$ cat config.mk
export PLATFORM = sky130hd
export DESIGN_NAME = spi_slave
export DESIGN_NICKNAME = d
export VERILOG_FILES = /design/src/spi_slave_pkg.sv /design/src/spi_slave.sv /design/src/spi_slave_io.sv /design/src/spi_slave_regs.sv
export SDC_FILE = /design/constraint.sdc
export NUM_CORES = 1
export LEC_CHECK = 0
export BUFFER_PORTS_ARGS = -buffer_cell sky130_fd_sc_hd__clkbuf_2
export CAP_MARGIN = 20
export CORE_AREA = 2 2 243 245
export DETAILED_ROUTE_END_ITERATION = 8
export DIE_AREA = 0 0 245 247
export HOLD_SLACK_MARGIN = 0.03
export PLACE_DENSITY_LB_ADDON = 0.1
export SLEW_MARGIN = 20
export SYNTH_ARGS = -nofsm -noshare
export SYNTH_HDL_FRONTEND = slang
export SYNTH_HIERARCHICAL = 1
export SYNTH_SLANG_ARGS = --single-unit
$ cat constraint.sdc
create_clock -name clk -period 5.65 [get_ports clk]
set_input_delay 0.8475 -clock clk [delete_from_list [all_inputs] [get_ports clk]]
set_output_delay 0.8475 -clock clk [all_outputs]
set_load 0.005 [all_outputs]
$ cat src/spi_slave_pkg.sv
// register map, command and packet constants shared by the SPI slave RTL and its testbench
package spi_slave_pkg;

   //################################################
   // register map (6-bit byte addresses)
   //################################################
   localparam logic [5:0] addr_config    = 6'd0;   // config byte, rw
   localparam logic [5:0] addr_status    = 6'd1;   // data ready status, ro
   localparam logic [5:0] addr_core_base = 6'd16;  // 8 core receive bytes, ro
   localparam logic [5:0] addr_user_base = 6'd32;  // user register bank, rw

   localparam int core_bytes = 8;   // data then srcaddr, lsb first
   localparam int user_max   = 32;  // upper limit for ureg_count

   //################################################
   // command byte, opcode in [7:6], start addr in [5:0]
   //################################################
   localparam logic [1:0] cmd_write = 2'b00;
   localparam logic [1:0] cmd_read  = 2'b10;

   // config byte bit positions
   localparam int cfg_disable  = 0;  // kill the link until reset
   localparam int cfg_irq_en   = 1;
   localparam int cfg_cpol     = 2;
   localparam int cfg_cpha     = 3;
   localparam int cfg_lsbfirst = 4;

   //################################################
   // mesh packet fields, 104 bits with aw = 32
   //################################################
   localparam int pkt_write        = 0;   // single bit
   localparam int pkt_datamode_lsb = 1;   // bits 2:1
   localparam int pkt_datamode_w   = 2;
   localparam int pkt_ctrlmode_lsb = 3;   // bits 7:3
   localparam int pkt_ctrlmode_w   = 5;
   localparam int pkt_dstaddr_lsb  = 8;   // aw bits from here on
   localparam int pkt_data_lsb     = 40;
   localparam int pkt_srcaddr_lsb  = 72;

endpackage

$ cat src/spi_slave.sv
// top level of the SPI slave register block, pin engine plus register file on one clock
`timescale 1ns/1ps

module spi_slave #(
   parameter int ureg_count = 13,   // user registers, 1 to 32
   parameter int aw         = 32,   // packet address and data width
   parameter int pw         = 104   // mesh packet width
)
(
   input  logic          clk,
   input  logic          nreset,
   // spi pins
   input  logic          sclk,
   input  logic          mosi,
   input  logic          ss_n,
   output logic          miso,
   // core side
   input  logic          hw_en,
   input  logic          access_in,
   input  logic [pw-1:0] packet_in,
   input  logic          access_out,
   output logic          irq,
   output logic [511:0]  reg_vector
);

   logic [5:0] reg_addr;
   logic [7:0] reg_wdata;
   logic       reg_write;
   logic [7:0] reg_rdata;
   logic       spi_en;
   logic       cpol;
   logic       cpha;
   logic       lsbfirst;

   //################################################
   // pin engine
   //################################################
   spi_slave_io u_io (
      .clk       (clk),
      .nreset    (nreset),
      .sclk      (sclk),
      .mosi      (mosi),
      .ss_n      (ss_n),
      .spi_en    (spi_en),
      .cpol      (cpol),
      .cpha      (cpha),
      .lsbfirst  (lsbfirst),
      .reg_rdata (reg_rdata),
      .miso      (miso),
      .reg_addr  (reg_addr),
      .reg_wdata (reg_wdata),
      .reg_write (reg_write)
   );

   //################################################
   // register file
   //################################################
   spi_slave_regs #(
      .ureg_count (ureg_count),
      .aw         (aw),
      .pw         (pw)
   ) u_regs (
      .clk        (clk),
      .nreset     (nreset),
      .hw_en      (hw_en),
      .reg_addr   (reg_addr),
      .reg_wdata  (reg_wdata),
      .reg_write  (reg_write),
      .access_in  (access_in),
      .packet_in  (packet_in),
      .access_out (access_out),
      .reg_rdata  (reg_rdata),
      .spi_en     (spi_en),
      .cpol       (cpol),
      .cpha       (cpha),
      .lsbfirst   (lsbfirst),
      .irq        (irq),
      .reg_vector (reg_vector)
   );

endmodule

$ cat src/spi_slave_io.sv
// SPI pin engine: synchronizes the pins, shifts bytes, decodes command and address for the register file
`timescale 1ns/1ps

module spi_slave_io
   import spi_slave_pkg::*;
(
   input  logic       clk,
   input  logic       nreset,
   input  logic       sclk,        // async spi clock pin
   input  logic       mosi,
   input  logic       ss_n,
   input  logic       spi_en,      // from config, latched per frame
   input  logic       cpol,
   input  logic       cpha,
   input  logic       lsbfirst,
   input  logic [7:0] reg_rdata,   // comb lookup of reg_addr
   output logic       miso,
   output logic [5:0] reg_addr,
   output logic [7:0] reg_wdata,
   output logic       reg_write    // one cycle strobe
);

   logic [1:0] sclk_sync;
   logic [1:0] mosi_sync;
   logic [1:0] ss_sync;
   logic       sclk_s;
   logic       mosi_s;
   logic       ss_s;
   logic       sclk_q;             // previous synced sclk
   logic       ss_q;
   logic       ss_fall;

   logic       frame_act;          // inside a frame with the link enabled
   logic       lat_cpol;
   logic       lat_cpha;
   logic       lat_lsb;

   logic       sclk_rise;
   logic       sclk_fall;
   logic       lead_edge;
   logic       trail_edge;
   logic       sample_edge;
   logic       shift_edge;

   logic [2:0] bit_cnt;
   logic [7:0] rx_shift;
   logic [7:0] rx_next;
   logic       cmd_phase;          // first byte of the frame still coming
   logic [1:0] cmd_op;
   logic       byte_done;          // data byte finished, bump address
   logic       load_tx;
   logic       tx_fresh;           // skip the first shift edge after a load
   logic [7:0] tx_shift;

   //################################################
   // pin synchronizers and edge detect
   //################################################
   always_ff @(posedge clk)
   begin
      if (!nreset)
      begin
         sclk_sync <= 2'b00;
         mosi_sync <= 2'b00;
         ss_sync   <= 2'b11;       // deselected
         sclk_q    <= 1'b0;
         ss_q      <= 1'b1;
      end
      else
      begin
         sclk_sync <= {sclk_sync[0], sclk};
         mosi_sync <= {mosi_sync[0], mosi};
         ss_sync   <= {ss_sync[0], ss_n};
         sclk_q    <= sclk_s;
         ss_q      <= ss_s;
      end
   end

   assign sclk_s    = sclk_sync[1];
   assign mosi_s    = mosi_sync[1];
   assign ss_s      = ss_sync[1];
   assign ss_fall   = ss_q & ~ss_s;
   assign sclk_rise = sclk_s & ~sclk_q;
   assign sclk_fall = sclk_q & ~sclk_s;

   // leading edge leaves the idle level
   assign lead_edge   = lat_cpol ? sclk_fall : sclk_rise;
   assign trail_edge  = lat_cpol ? sclk_rise : sclk_fall;
   assign sample_edge = frame_act & ~ss_s & (lat_cpha ? trail_edge : lead_edge);
   assign shift_edge  = frame_act & ~ss_s & (lat_cpha ? lead_edge : trail_edge);

   // mode and enable frozen for the whole frame
   always_ff @(posedge clk)
   begin
      if (!nreset)
      begin
         frame_act <= 1'b0;
         lat_cpol  <= 1'b0;
         lat_cpha  <= 1'b0;
         lat_lsb   <= 1'b0;
      end
      else if (ss_fall)
      begin
         frame_act <= spi_en;
         lat_cpol  <= cpol;
         lat_cpha  <= cpha;
         lat_lsb   <= lsbfirst;
      end
      else if (ss_s)
         frame_act <= 1'b0;        // frame over
   end

   //################################################
   // receive side, byte count and command decode
   //################################################
   assign rx_next = lat_lsb ? {mosi_s, rx_shift[7:1]} : {rx_shift[6:0], mosi_s};

   always_ff @(posedge clk)
   begin
      if (!nreset)
      begin
         bit_cnt   <= 3'd0;
         cmd_phase <= 1'b1;
         cmd_op    <= 2'b00;
         reg_addr  <= 6'd0;
         reg_write <= 1'b0;
         byte_done <= 1'b0;
         load_tx   <= 1'b0;
      end
      else
      begin
         reg_write <= 1'b0;        // strobes default low
         byte_done <= 1'b0;
         load_tx   <= 1'b0;
         if (ss_fall)
         begin
            bit_cnt   <= 3'd0;
            cmd_phase <= 1'b1;
         end
         else if (sample_edge)
         begin
            bit_cnt <= bit_cnt + 3'd1;
            if (bit_cnt == 3'd7)
            begin
               if (cmd_phase)
               begin
                  cmd_phase <= 1'b0;
                  cmd_op    <= rx_next[7:6];
                  reg_addr  <= rx_next[5:0];   // start address
                  load_tx   <= (rx_next[7:6] == cmd_read);
               end
               else
               begin
                  byte_done <= 1'b1;
                  reg_write <= (cmd_op == cmd_write);
               end
            end
         end
         // address moves one cycle after the write strobe, wraps at 63
         if (byte_done)
         begin
            reg_addr <= reg_addr + 6'd1;
            load_tx  <= (cmd_op == cmd_read);
         end
      end
   end

   // shifter and write data carry no reset
   always_ff @(posedge clk)
   begin
      if (sample_edge)
         rx_shift <= rx_next;
      if (sample_edge && bit_cnt == 3'd7 && !cmd_phase)
         reg_wdata <= rx_next;     // complete data byte
   end

   //################################################
   // transmit side
   //################################################
   always_ff @(posedge clk)
   begin
      if (!nreset)
      begin
         tx_shift <= 8'd0;
         tx_fresh <= 1'b0;
      end
      else if (ss_fall)
      begin
         tx_shift <= 8'd0;         // zeros while the command comes in
         tx_fresh <= 1'b0;
      end
      else if (load_tx)
      begin
         tx_shift <= reg_rdata;    // first bit shows right away
         tx_fresh <= 1'b1;
      end
      else if (shift_edge)
      begin
         if (tx_fresh)
            tx_fresh <= 1'b0;      // this edge presents bit 0, keep it
         else if (lat_lsb)
            tx_shift <= {1'b0, tx_shift[7:1]};
         else
            tx_shift <= {tx_shift[6:0], 1'b0};
      end
   end

   assign miso = frame_act & ~ss_s & (lat_lsb ? tx_shift[0] : tx_shift[7]);

endmodule

$ cat src/spi_slave_regs.sv
// SPI slave register file: config, status, core receive bytes and user registers with readback
`timescale 1ns/1ps

module spi_slave_regs
   import spi_slave_pkg::*;
#(
   parameter int ureg_count = 13,   // user registers, 1 to 32
   parameter int aw         = 32,   // address and data width
   parameter int pw         = 104   // packet width
)
(
   input  logic          clk,
   input  logic          nreset,
   input  logic          hw_en,        // block enable pin
   input  logic [5:0]    reg_addr,
   input  logic [7:0]    reg_wdata,
   input  logic          reg_write,
   input  logic          access_in,    // packet strobe from core
   input  logic [pw-1:0] packet_in,
   input  logic          access_out,   // clears data ready
   output logic [7:0]    reg_rdata,
   output logic          spi_en,
   output logic          cpol,
   output logic          cpha,
   output logic          lsbfirst,
   output logic          irq,
   output logic [511:0]  reg_vector    // byte n at [8n+7:8n]
);

   logic [7:0]      config_reg;
   logic [7:0]      status_reg;
   logic [2*aw-1:0] core_reg;          // srcaddr over data
   logic [2*aw-1:0] core_data;
   logic            config_write;
   logic [7:0]      ureg_bytes [user_max];

   //################################################
   // config byte
   //################################################
   assign config_write = reg_write & (reg_addr == addr_config);

   always_ff @(posedge clk)
   begin
      if (!nreset)
         config_reg <= 8'd0;
      else if (config_write)
         config_reg <= reg_wdata;
   end

   assign spi_en   = hw_en & ~config_reg[cfg_disable];   // security kill
   assign cpol     = config_reg[cfg_cpol];
   assign cpha     = config_reg[cfg_cpha];
   assign lsbfirst = config_reg[cfg_lsbfirst];

   //################################################
   // status and core receive field
   //################################################
   always_ff @(posedge clk)
   begin
      if (!nreset)
         status_reg <= 8'd0;
      else if (access_out)
         status_reg <= 8'd0;       // clear wins over set
      else if (access_in)
         status_reg <= 8'd1;       // data ready
   end

   // keep data and source address of the packet
   assign core_data = {packet_in[pkt_srcaddr_lsb +: aw], packet_in[pkt_data_lsb +: aw]};

   always_ff @(posedge clk)
   begin
      if (!nreset)
         core_reg <= '0;
      else if (access_in)
         core_reg <= core_data;
   end

   assign irq = config_reg[cfg_irq_en] & status_reg[0];

   //################################################
   // user register bank
   //################################################
   for (genvar i = 0; i < user_max; i++)
   begin : g_ureg
      if (i < ureg_count)
      begin : g_live
         logic user_write;
         assign user_write = reg_write & (reg_addr == addr_user_base + 6'(i));

         always_ff @(posedge clk)
         begin
            if (!nreset)
               ureg_bytes[i] <= 8'd0;
            else if (user_write)
               ureg_bytes[i] <= reg_wdata;
         end
      end
      else
      begin : g_none
         assign ureg_bytes[i] = 8'd0;   // write dropped, reads zero
      end
   end

   //################################################
   // register vector and readback
   //################################################
   always_comb
   begin
      reg_vector = '0;             // reserved bytes read zero
      reg_vector[8*addr_config +: 8] = config_reg;
      reg_vector[8*addr_status +: 8] = status_reg;
      reg_vector[8*addr_core_base +: 8*core_bytes] = core_reg;
      for (int j = 0; j < user_max; j++)
         reg_vector[8*addr_user_base + 8*j +: 8] = ureg_bytes[j];
   end

   // byte lane select
   assign reg_rdata = reg_vector[{reg_addr, 3'b000} +: 8];

endmodule

==> impl_metrics.yaml, run 1 <==
cells_and_area:
  fin_util_pct: 26.0
  multi_input_area_um2: 6970
  largest_reg_flops: 104
  nets: 1692
  num-fill-cells: 6266
  mostFrequentLayoutCells: "conb_1 (335), clkbuf_2 (248), mux2i_1 (232)"
  drive_above_1_share_pct: 22.2
  seq_area_um2: 4750
  area_delta_synth_final_pct: 12.8
  layout_commonest_cell: "conb_1"
  final_area_um2: 15200
clock_tree:
  cts_buffers: 31
  htreeDepth: 1
  post_cts_buffers: 0
  cts_hold_buf: 0
  clock-sinks: 229
  cts_buffer_depth: 3
  root_buffer: "clkbuf_16"
  cts_tree: "built"
  cts.reportedPaths.clkPinSlew_ps: 60
  clock_latency_ps: 580
  postCtsResizedCells: 0
sta:
  grt_setup_unrepaired: "no"
  max_freq_mhz: 325
  hold_viol: 0
  period_needed_ps: 3080
  fin_tns_setup_ps: 0
  maxSlewHeadroom_pct: 25.6
  fin_crit_sh_pct: 54.5
  worst_slew_pin_slew_ps: 1110
  slew_viol_final: 0
  finalSetupViolCount: 0
  clock_skew_ps: 15.8
power_and_ir_drop:
  power_frac_comb_pct: 5.8
  power.internal_mw: 3.07
  p_seq_share_pct: 41.6
  p_sw_mw: 0.989
  p_total_mw: 4.05
  clkPwrFrac_pct: 52.7
  leakage_nw: 6.74
  ir_drop_uv: 248
  power_density_nw_per_um2: 267
  switching_share_pct: 24.4
setup_path:
  crit_family: "multiplexers"
  startpoint: "u_io/reg_addr[0]$_SDFFE_PN0P_"
  worst-path-stages: 7
  cp_max_fo: 36
  worst_path_most_repeated_cell: "nand3_1"
  crit_path_end: "u_io/tx_shift[6]$_SDFFE_PP0P_"
  crit_arrival_ps: 3530
  reg2reg_slack_ps: 2570
  critPathCaptureType: "flop"
  reg2reg_to: "u_io/tx_shift[6]$_SDFFE_PP0P_"
  cpPeakStageDelay_ps: 780
  r2r-start: "u_io/reg_addr[0]$_SDFFE_PN0P_"
  crit_chain: "buf_4, mux4_2, mux2i_1, nor2_1, a211o_1, nand3_1, nand3_1"
  cp_data_required_time_ps: 6110
  crit_type: "reg -> reg"
  slowest_stage: "dfxtp_4"
  crit_buf_inv: 1
  reg2reg_depth: 7
  startpoint_type: "flop"
worst_hold_path:
  min_path_type: "reg -> reg"
synth:
  synthCells: 1363
  ys_seq_area_share_pct: 35.3
  synth_edf_count: 16
  syn_avg_cell_area_um2: 9.86
  synth_warnings: 6
  ys_ff_latch: 229
  synth_area_um2: 13400
  synth_cell_types: 66
  synthFlopType: "dfxtp_1"
  synth-async-reset-ratio_pct: 0
place:
  hpwl_um: 34100
  gp_congestion: 0.780
  portBuffers: 250
  postPlaceCellArea_um2: 14100
floorplanning:
  coreArea_um2: 58200
  start_util_pct: 23.1
  die_w_um: 245
  ios: 626
  die_h_um: 247
  die_area_um2: 60500
  rows: 89
routing:
  vias: 9348
  drt-total-wl_um: 46500
  drt_iter0_drc: 502
  dr.pass1.iters: 5
  avgRoutedWirePerCell_um: 19.6
  vias_per_cell: 3.93
  route.detailed.drc: 0
  final_antenna_net_count: 0
run:
  drv_cap: 0
global_route:
  grt_pass1_wl_um: 64500
  gr-total-overflow: 0
  grt_pass1_vias: 8650
  grt_max_degree: 87
  grt_use_total_pct: 14.6
  grt_antenna_before_repair: 2
run_status:
  status: "finished clean"
[worst register-to-register path, stage by stage (launching register included)]
cell and delay, ps:
dfxtp_4 780, buf_4 670, mux4_2 610, mux2i_1 410, nor2_1 90, a211o_1 240
nand3_1 80, nand3_1 80
[kinds of logic after synthesis]
logic type	after synthesis	share of synthesized area, %
flip-flops	229	35.3
AO/OA/AOI/OAI	85	4.57
multiplexers	258	20.8
AND/OR/NAND/NOR	362	16.6
adder cells (fa/ha/maj)	3	0.279
buffers and inverters	422	22.2
XOR/XNOR	3	0.251
other	1	0.0279
[routing by layer]
layer  track usage, %  up-vias  wire, µm
met1             18.1     4552     19600
met4             3.82        0       954
met5                0        -         0
met3             3.33       50      2670
li1                 -     4442         -
met2             25.5      304     23300
[worst min path at each step]
stage / start / end / slack, ps / cells after the start
floorplan: u_io/ss_sync[0]$_SDFF_PN1_ / u_io/ss_sync[1]$_SDFF_PN1_ / 390 / 1
global placement: u_io/ss_sync[0]$_SDFF_PN1_ / u_io/ss_sync[1]$_SDFF_PN1_ / 400 / 1
detailed placement: u_io/ss_sync[0]$_SDFF_PN1_ / u_io/ss_sync[1]$_SDFF_PN1_ / 400 / 1
CTS: access_out / u_regs/status_reg[0]$_SDFFE_PP0P_ / 390 / 2
global route: access_out / u_regs/status_reg[0]$_SDFFE_PP0P_ / 400 / 2
finish: u_io/ss_sync[0]$_SDFF_PN1_ / u_io/ss_sync[1]$_SDFF_PN1_ / 410 / 1
[area by class of cell]
class / instances / area share, %
diodes: 2 / 0.0330
clock buffers: 41 / 5.77
clock inverters: 17 / 1.50
inverters: 9 / 0.223
multi-input cells: 1046 / 46.0
flip-flops and latches: 229 / 31.3
well taps: 773 / 6.38
repair buffers: 260 / 8.81
[cells in the mapped netlist, types with 7 or more instances]
master	n	area, µm²
buf_2	18	90.1
or4_1	9	67.6
nor2_1	20	75.1
o21ai_0	7	35.0
nor2b_1	187	1170
o2111ai_1	13	114
clkbuf_1	39	146
mux2i_1	232	2320
a21oi_1	17	85.1
buf_4	348	2610
and2_1	8	50.1
edfxtp_1	16	480
dfxtp_1	213	4260
nand3_1	29	145
nand2_1	37	139
nor3_4	7	114
nand4_1	16	100
o22ai_1	7	43.8
mux4_2	11	248
nor3_1	7	35.0
mux2_2	10	113
inv_1	8	30.0
nand2b_1	11	68.8
[power groups by stage]
stage | clock network (mW) | logic [mW] | registers [mW]
finish | 2.14 | 0.234 | 1.68
global route | 2.28 | 0.269 | 1.69
CTS | 2.22 | 0.234 | 1.68
detailed placement | 0 | 0.233 | 1.72
global placement | 0 | 0.233 | 1.72
floorplan | 0 | 0.311 | 1.72
[per-stage QoR]
stage               hold WS [ps]  setup slack, ps  instances
global route                 402             2410       2376
CTS                          392             2540       2375
floorplan                    386             3720       1697
global placement             404             2550       2317
finish                       409             2570       2377
detailed placement           402             2560       2317
(Power assumes the default switching activity.)
==> run 2, diff against run 1 <==
==> constraint.sdc (replaced) <==
create_clock -name clk -period 2.6 [get_ports clk]
set_input_delay 0.39 -clock clk [delete_from_list [all_inputs] [get_ports clk]]
set_output_delay 0.39 -clock clk [all_outputs]
set_load 0.005 [all_outputs]
==> impl_metrics.yaml, run 2 (synthesis gave the netlist of run 1 again) <==
cells_and_area:
  layout.cells.non_filler: 2416
  multi_input_area_um2: 6970
  drive_above_1_share_pct: 23.3
  nets: 1733
  seq_area_um2: 4750
  num-fill-cells: 6217
  area_delta_synth_final_pct: 14.5
  largest_reg_flops: 104
  layout_commonest_cell: "conb_1"
  mostFrequentLayoutCells: "conb_1 (335), clkbuf_2 (248), mux2i_1 (232)"
global_route:
  grt_max_degree: 78
  grt_use_total_pct: 14.6
  grt_pass1_vias: 8803
  grt_pass1_wl_um: 64300
  grt_antenna_before_repair: 2
  gr-total-overflow: 0
setup_path:
  reg2reg_slack_ps: 370
  slowest_stage: "mux4_2"
  crit_buf_inv: 2
  crit_chain: "buf_12, mux4_2, mux2i_1, buf_4, nor2_1, a211o_1, nand3_1, nand3_1"
  crit_arrival_ps: 2680
  startpoint_type: "flop"
  crit_type: "reg -> reg"
  cpPeakStageDelay_ps: 530
  cp_data_required_time_ps: 3050
  worst_path_most_repeated_cell: "nand3_1"
  cp_max_fo: 16
  crit_family: "multiplexers"
  critPathCaptureType: "flop"
power_and_ir_drop:
  power_density_nw_per_um2: 537
  clkPwrFrac_pct: 49.4
  power.internal_mw: 6.21
  p_seq_share_pct: 44.4
  ir_drop_uv: 448
  power_frac_comb_pct: 6.2
  leakage_nw: 6.88
  p_sw_mw: 2.05
  switching_share_pct: 24.8
sta:
  finalSetupViolCount: 0
  hold_viol: 0
  grt_setup_unrepaired: "no"
  clock_skew_ps: 10.2
  maxSlewHeadroom_pct: 34.2
  fin_tns_setup_ps: 0
  worst_slack_ps: 374
  fin_crit_sh_pct: 85.6
  slew_viol_final: 0
  max_freq_mhz: 449
  period_needed_ps: 2230
  worst_slew_pin_slew_ps: 987
routing:
  drt_iter0_drc: 512
  avgRoutedWirePerCell_um: 19.1
  vias_per_cell: 3.91
  dr.pass1.iters: 5
  final_antenna_net_count: 0
  vias: 9446
  drt-total-wl_um: 46100
  route.detailed.drc: 0
clock_tree:
  cts_hold_buf: 4
  clock_latency_ps: 580
  cts_buffers: 30
  htreeDepth: 1
  root_buffer: "clkbuf_16"
  cts_buffer_depth: 3
  postCtsResizedCells: 0
  cts_tree: "built"
  cts.reportedPaths.clkPinSlew_ps: 60
  clock-sinks: 229
  post_cts_buffers: 0
place:
  gp_congestion: 0.785
  dp.cells: 2355
  portBuffers: 250
  hpwl_um: 35000
  pre_cts_ws_ps: 346
floorplanning:
  die_w_um: 245
  die_h_um: 247
  die_area_um2: 60500
  start_util_pct: 23.1
  ios: 626
  coreArea_um2: 58200
  rows: 89
run:
  drv_cap: 0
run_status:
  status: "finished clean"
worst_hold_path:
  min_path_type: "in -> reg"
## run 2: worst paths after layout
| kind | startpoint | endpoint | cells after the start |
|---|---|---|---|
| worst max-delay path | u_io/reg_addr[0]$_SDFFE_PN0P_ | u_io/tx_shift[6]$_SDFFE_PP0P_ | 8 |
| worst max register to register | u_io/reg_addr[0]$_SDFFE_PN0P_ | u_io/tx_shift[6]$_SDFFE_PP0P_ | 8 |
| worst min-delay path | packet_in[96] | u_regs/core_reg[56]$_SDFFE_PN0P_ | 3 |
| worst min register to register | u_io/ss_sync[0]$_SDFF_PN1_ | u_io/ss_sync[1]$_SDFF_PN1_ | 1 |
## run 2: per-layer routing
metal | vias up | part of all wire, % | GRT usage, %
met1 | 4548 | 43 | 18.1
met2 | 310 | 50 | 25.4
met5 | - | 0 | 0
li1 | 4533 | - | -
met4 | 0 | 2.7 | 4.45
met3 | 55 | 5.0 | 2.73
## run 2: area by class of cell
| class | count | share of cell area (%) |
|---|---|---|
| Antenna cell | 1 | 0.0163 |
| Timing Repair Buffer | 302 | 11.2 |
| Sequential cell | 229 | 30.8 |
| Inverter | 9 | 0.219 |
| Clock inverter | 14 | 0.829 |
| Clock buffer | 42 | 5.36 |
| Tap cell | 773 | 6.28 |
| Multi-Input combinational cell | 1046 | 45.3 |
## run 2: power groups by stage
| stage | registers [mW] | logic (mW) | clock network (mW) |
|---|---|---|---|
| 6_report | 3.67 | 0.515 | 4.08 |
| 5_1_grt | 3.67 | 0.596 | 4.39 |
| 3_5_place_dp | 3.74 | 0.512 | 0 |
| 3_3_place_gp | 3.74 | 0.511 | 0 |
| 4_1_cts | 3.67 | 0.517 | 4.25 |
| 2_1_floorplan | 3.73 | 0.677 | 0 |
## run 2: worst register-to-register path: cells and delay by family, from the launching register on
| family | cells | cell delay, ps |
|---|---|---|
| muxes | 2 | 940 |
| AOI/OAI and AO/OA | 1 | 220 |
| and+or+nand+nor | 3 | 200 |
| DFF | 1 | 380 |
| buffers and inverters | 2 | 370 |
## run 2: per-stage QoR
stage	cell area (µm²)	power, mW	hold slack, ps	utilization, %
floorplan	14700	4.41	386	-
global placement	14400	4.25	402	24.7
detailed placement	14400	4.25	415	24.7
CTS	15400	8.44	37.6	26.4
global route	15400	8.66	57.0	26.4
finish	15400	8.26	73.3	26.4
==> run 3, diff against run 2 <==
--- a/config.mk
+++ b/config.mk
@@ -7,13 +7,12 @@
 export LEC_CHECK = 0
 export BUFFER_PORTS_ARGS = -buffer_cell sky130_fd_sc_hd__clkbuf_2
 export CAP_MARGIN = 20
-export CORE_AREA = 2 2 243 245
+export CORE_AREA = 2 2 246 248
 export DETAILED_ROUTE_END_ITERATION = 8
-export DIE_AREA = 0 0 245 247
+export DIE_AREA = 0 0 248 250
 export HOLD_SLACK_MARGIN = 0.03
 export PLACE_DENSITY_LB_ADDON = 0.1
 export SLEW_MARGIN = 20
 export SYNTH_ARGS = -nofsm -noshare
 export SYNTH_HDL_FRONTEND = slang
-export SYNTH_HIERARCHICAL = 1
 export SYNTH_SLANG_ARGS = --single-unit
==> impl_metrics.yaml, run 3 <==
global_route:
  grt_use_total_pct: 14.1
  grt_antenna_before_repair: 1
  grt_max_degree: 63
  grt_pass1_wl_um: 64200
  grt_pass1_vias: 8902
  gr-total-overflow: 0
sta:
  worst_slack_ps: 271
  hold_viol: 0
  period_needed_ps: 2330
  max_freq_mhz: 429
  maxSlewHeadroom_pct: 37.0
  grt_setup_unrepaired: "no"
  slew_viol_final: 0
  clock_skew_ps: 8.28
  worst_slew_pin_slew_ps: 945
  fin_tns_setup_ps: 0
  fin_crit_sh_pct: 89.6
  finalSetupViolCount: 0
worst_hold_path:
  hold_path_depth: 3
  holdPathEnd: "u_regs.core_reg[12]$_SDFFE_PN0P_"
  min_path_type: "in -> reg"
  hp-start: "packet_in[52]"
synth:
  synthFlopType: "dfxtp_1"
  synth_edf_count: 16
  synthCells: 1337
  ys_seq_area_share_pct: 36.3
  synth.area.top_cells: "dfxtp_1 (33%), buf_4 (20%), mux2i_1 (15%), nor2b_1 (5.3%), edfxtp_1 (3.7%)"
  synth-async-reset-ratio_pct: 0
  syn_avg_cell_area_um2: 9.78
  synth_top_area_share_pct: 32.6
  ys_ff_latch: 229
  yosys-top-cells-count: "buf_4 (347), dfxtp_1 (213), mux2i_1 (192)"
  synth_cell_types: 65
  synth_most_common_cell: "buf_4"
  synth_area_um2: 13100
  yosysTopAreaCell: "dfxtp_1"
  synth_warnings: 0
cells_and_area:
  antenna_cells: 0
  layout_commonest_cell: "conb_1"
  drive_above_1_share_pct: 26.5
  multi_input_area_um2: 6690
  mostFrequentLayoutCells: "conb_1 (335), clkbuf_2 (248), dfxtp_1 (211)"
  layout.cells.non_filler: 2407
  largest_reg_flops: 104
  nets: 1723
  area_delta_synth_final_pct: 17.0
  num-fill-cells: 6427
  fin_util_pct: 25.7
  seq_area_um2: 4750
power_and_ir_drop:
  leakage_nw: 6.49
  ir_drop_uv: 585
  power_density_nw_per_um2: 557
  p_total_mw: 8.52
place:
  gp_congestion: 0.764
  dp.cells: 2354
  pre_cts_ws_ps: 278
  hpwl_um: 34200
  portBuffers: 250
floorplanning:
  start_util_pct: 21.9
  die_h_um: 250
  die_area_um2: 62000
  ios: 626
  die_w_um: 248
  rows: 90
  coreArea_um2: 59600
setup_path:
  reg2reg_slack_ps: 270
  cpPeakStageDelay_ps: 810
  crit_buf_inv: 1
  r2r-start: "u_io.reg_addr[3]$_SDFFE_PN0P_"
  reg2reg_to: "u_io.tx_shift[3]$_SDFFE_PP0P_"
  cp_max_fo: 15
  cp_data_required_time_ps: 3040
  crit_chain: "nor3b_1, a22o_1, o311ai_0, buf_4, o221a_2, o21ai_1"
  crit_arrival_ps: 2770
  startpoint_type: "flop"
  crit_type: "reg -> reg"
  critPathCaptureType: "flop"
  slowest_stage: "dfxtp_1"
  crit_family: "compound AO/OA/AOI/OAI gates"
  reg2reg_depth: 6
clock_tree:
  root_buffer: "clkbuf_16"
  clock-sinks: 229
  cts_tree: "built"
  htreeDepth: 1
  cts.reportedPaths.clkPinSlew_ps: 70
  postCtsResizedCells: 0
  cts_buffers: 28
  cts_buffer_depth: 3
  clock_latency_ps: 560
run_status:
  status: "finished clean"
routing:
  avgRoutedWirePerCell_um: 18.8
  final_antenna_net_count: 0
  route.detailed.drc: 0
  vias_per_cell: 3.85
  drt_iter0_drc: 413
  dr.pass1.iters: 4
  drt-total-wl_um: 45300
  vias: 9260
run:
  drv_cap: 0
==> run 3: timing repair <==
item | CTS | global route
endpoints found under the hold margin | 3 | 0
buffers inserted | 0 | 0
hold buffers | 3 | 0
==> run 3: per-layer routing <==
layer | up-vias | wire length [µm] | GRT usage, % | share of wire, %
li1 | 4415 | - | - | -
met1 | 4458 | 19500 | 18.0 | 43
met2 | 345 | 21600 | 23.5 | 48
met3 | 40 | 3430 | 4.17 | 7.6
met4 | 2 | 754 | 3.13 | 1.7
met5 | - | 13 | 0 | 0.029
==> run 3: worst max-delay path by stage <==
stage | to | start | cells past startpoint
2_1_floorplan | u_regs.reg_vector[327]$_SDFFE_PN0P_ | u_io.reg_addr[1]$_SDFFE_PN0P_ | 10
3_3_place_gp | u_io.tx_shift[3]$_SDFFE_PP0P_ | u_io.reg_addr[3]$_SDFFE_PN0P_ | 6
3_5_place_dp | u_io.tx_shift[3]$_SDFFE_PP0P_ | u_io.reg_addr[3]$_SDFFE_PN0P_ | 6
4_1_cts | miso | u_io.lat_lsb$_SDFFE_PN0P_ | 3
5_1_grt | u_io.tx_shift[3]$_SDFFE_PP0P_ | u_io.reg_addr[3]$_SDFFE_PN0P_ | 6
6_report | u_io.tx_shift[3]$_SDFFE_PP0P_ | u_io.reg_addr[3]$_SDFFE_PN0P_ | 6
==> run 3: area by class of cell <==
cell class	count	area share, %
Inverter	8	0.196
Timing Repair Buffer	313	12.1
Multi-Input combinational cell	1025	43.7
Tap cell	782	6.39
Clock inverter	18	1.69
Sequential cell	229	31.0
Clock buffer	32	4.88
==> run 3: cells by family (layout without fill, tap and decap cells) <==
group                      Yosys count  in the layout  synth area share [%]
and+or+nand+nor                    323            323                  13.8
buffers and inverters              417            371                  22.2
DFF                                229            229                  36.3
AOI/OAI and AO/OA                  118            118                  6.16
adders and majority gates            6              6                 0.574
muxes                              241            241                  20.8
other                                1            335                0.0287
xor gates and xnor gates             2              2                 0.191
==> run 3: worst register-to-register path, delay by kind of cell (launching register included) <==
family | cells | cell delay, ps
simple gates | 1 | 240
flops | 1 | 810
buf+inv | 1 | 200
compound gates | 4 | 960
==> run 3: report_power, final <==
| part | total [mW] | internal [mW] | switching, mW |
|---|---|---|---|
| combinational | 0.506 | 0.198 | 0.308 |
| sequential | 3.66 | 3.61 | 0.0556 |
| clock | 4.35 | 2.66 | 1.69 |
==> run 3: through the flow <==
| stage | area, µm² | hold WS (ps) |
|---|---|---|
| after floorplan | 14300 | 386 |
| after global placement | 14300 | 396 |
| after detailed placement | 14300 | 398 |
| after CTS | 15300 | 31.4 |
| after global routing | 15300 | 54.7 |
| final | 15300 | 60.8 |
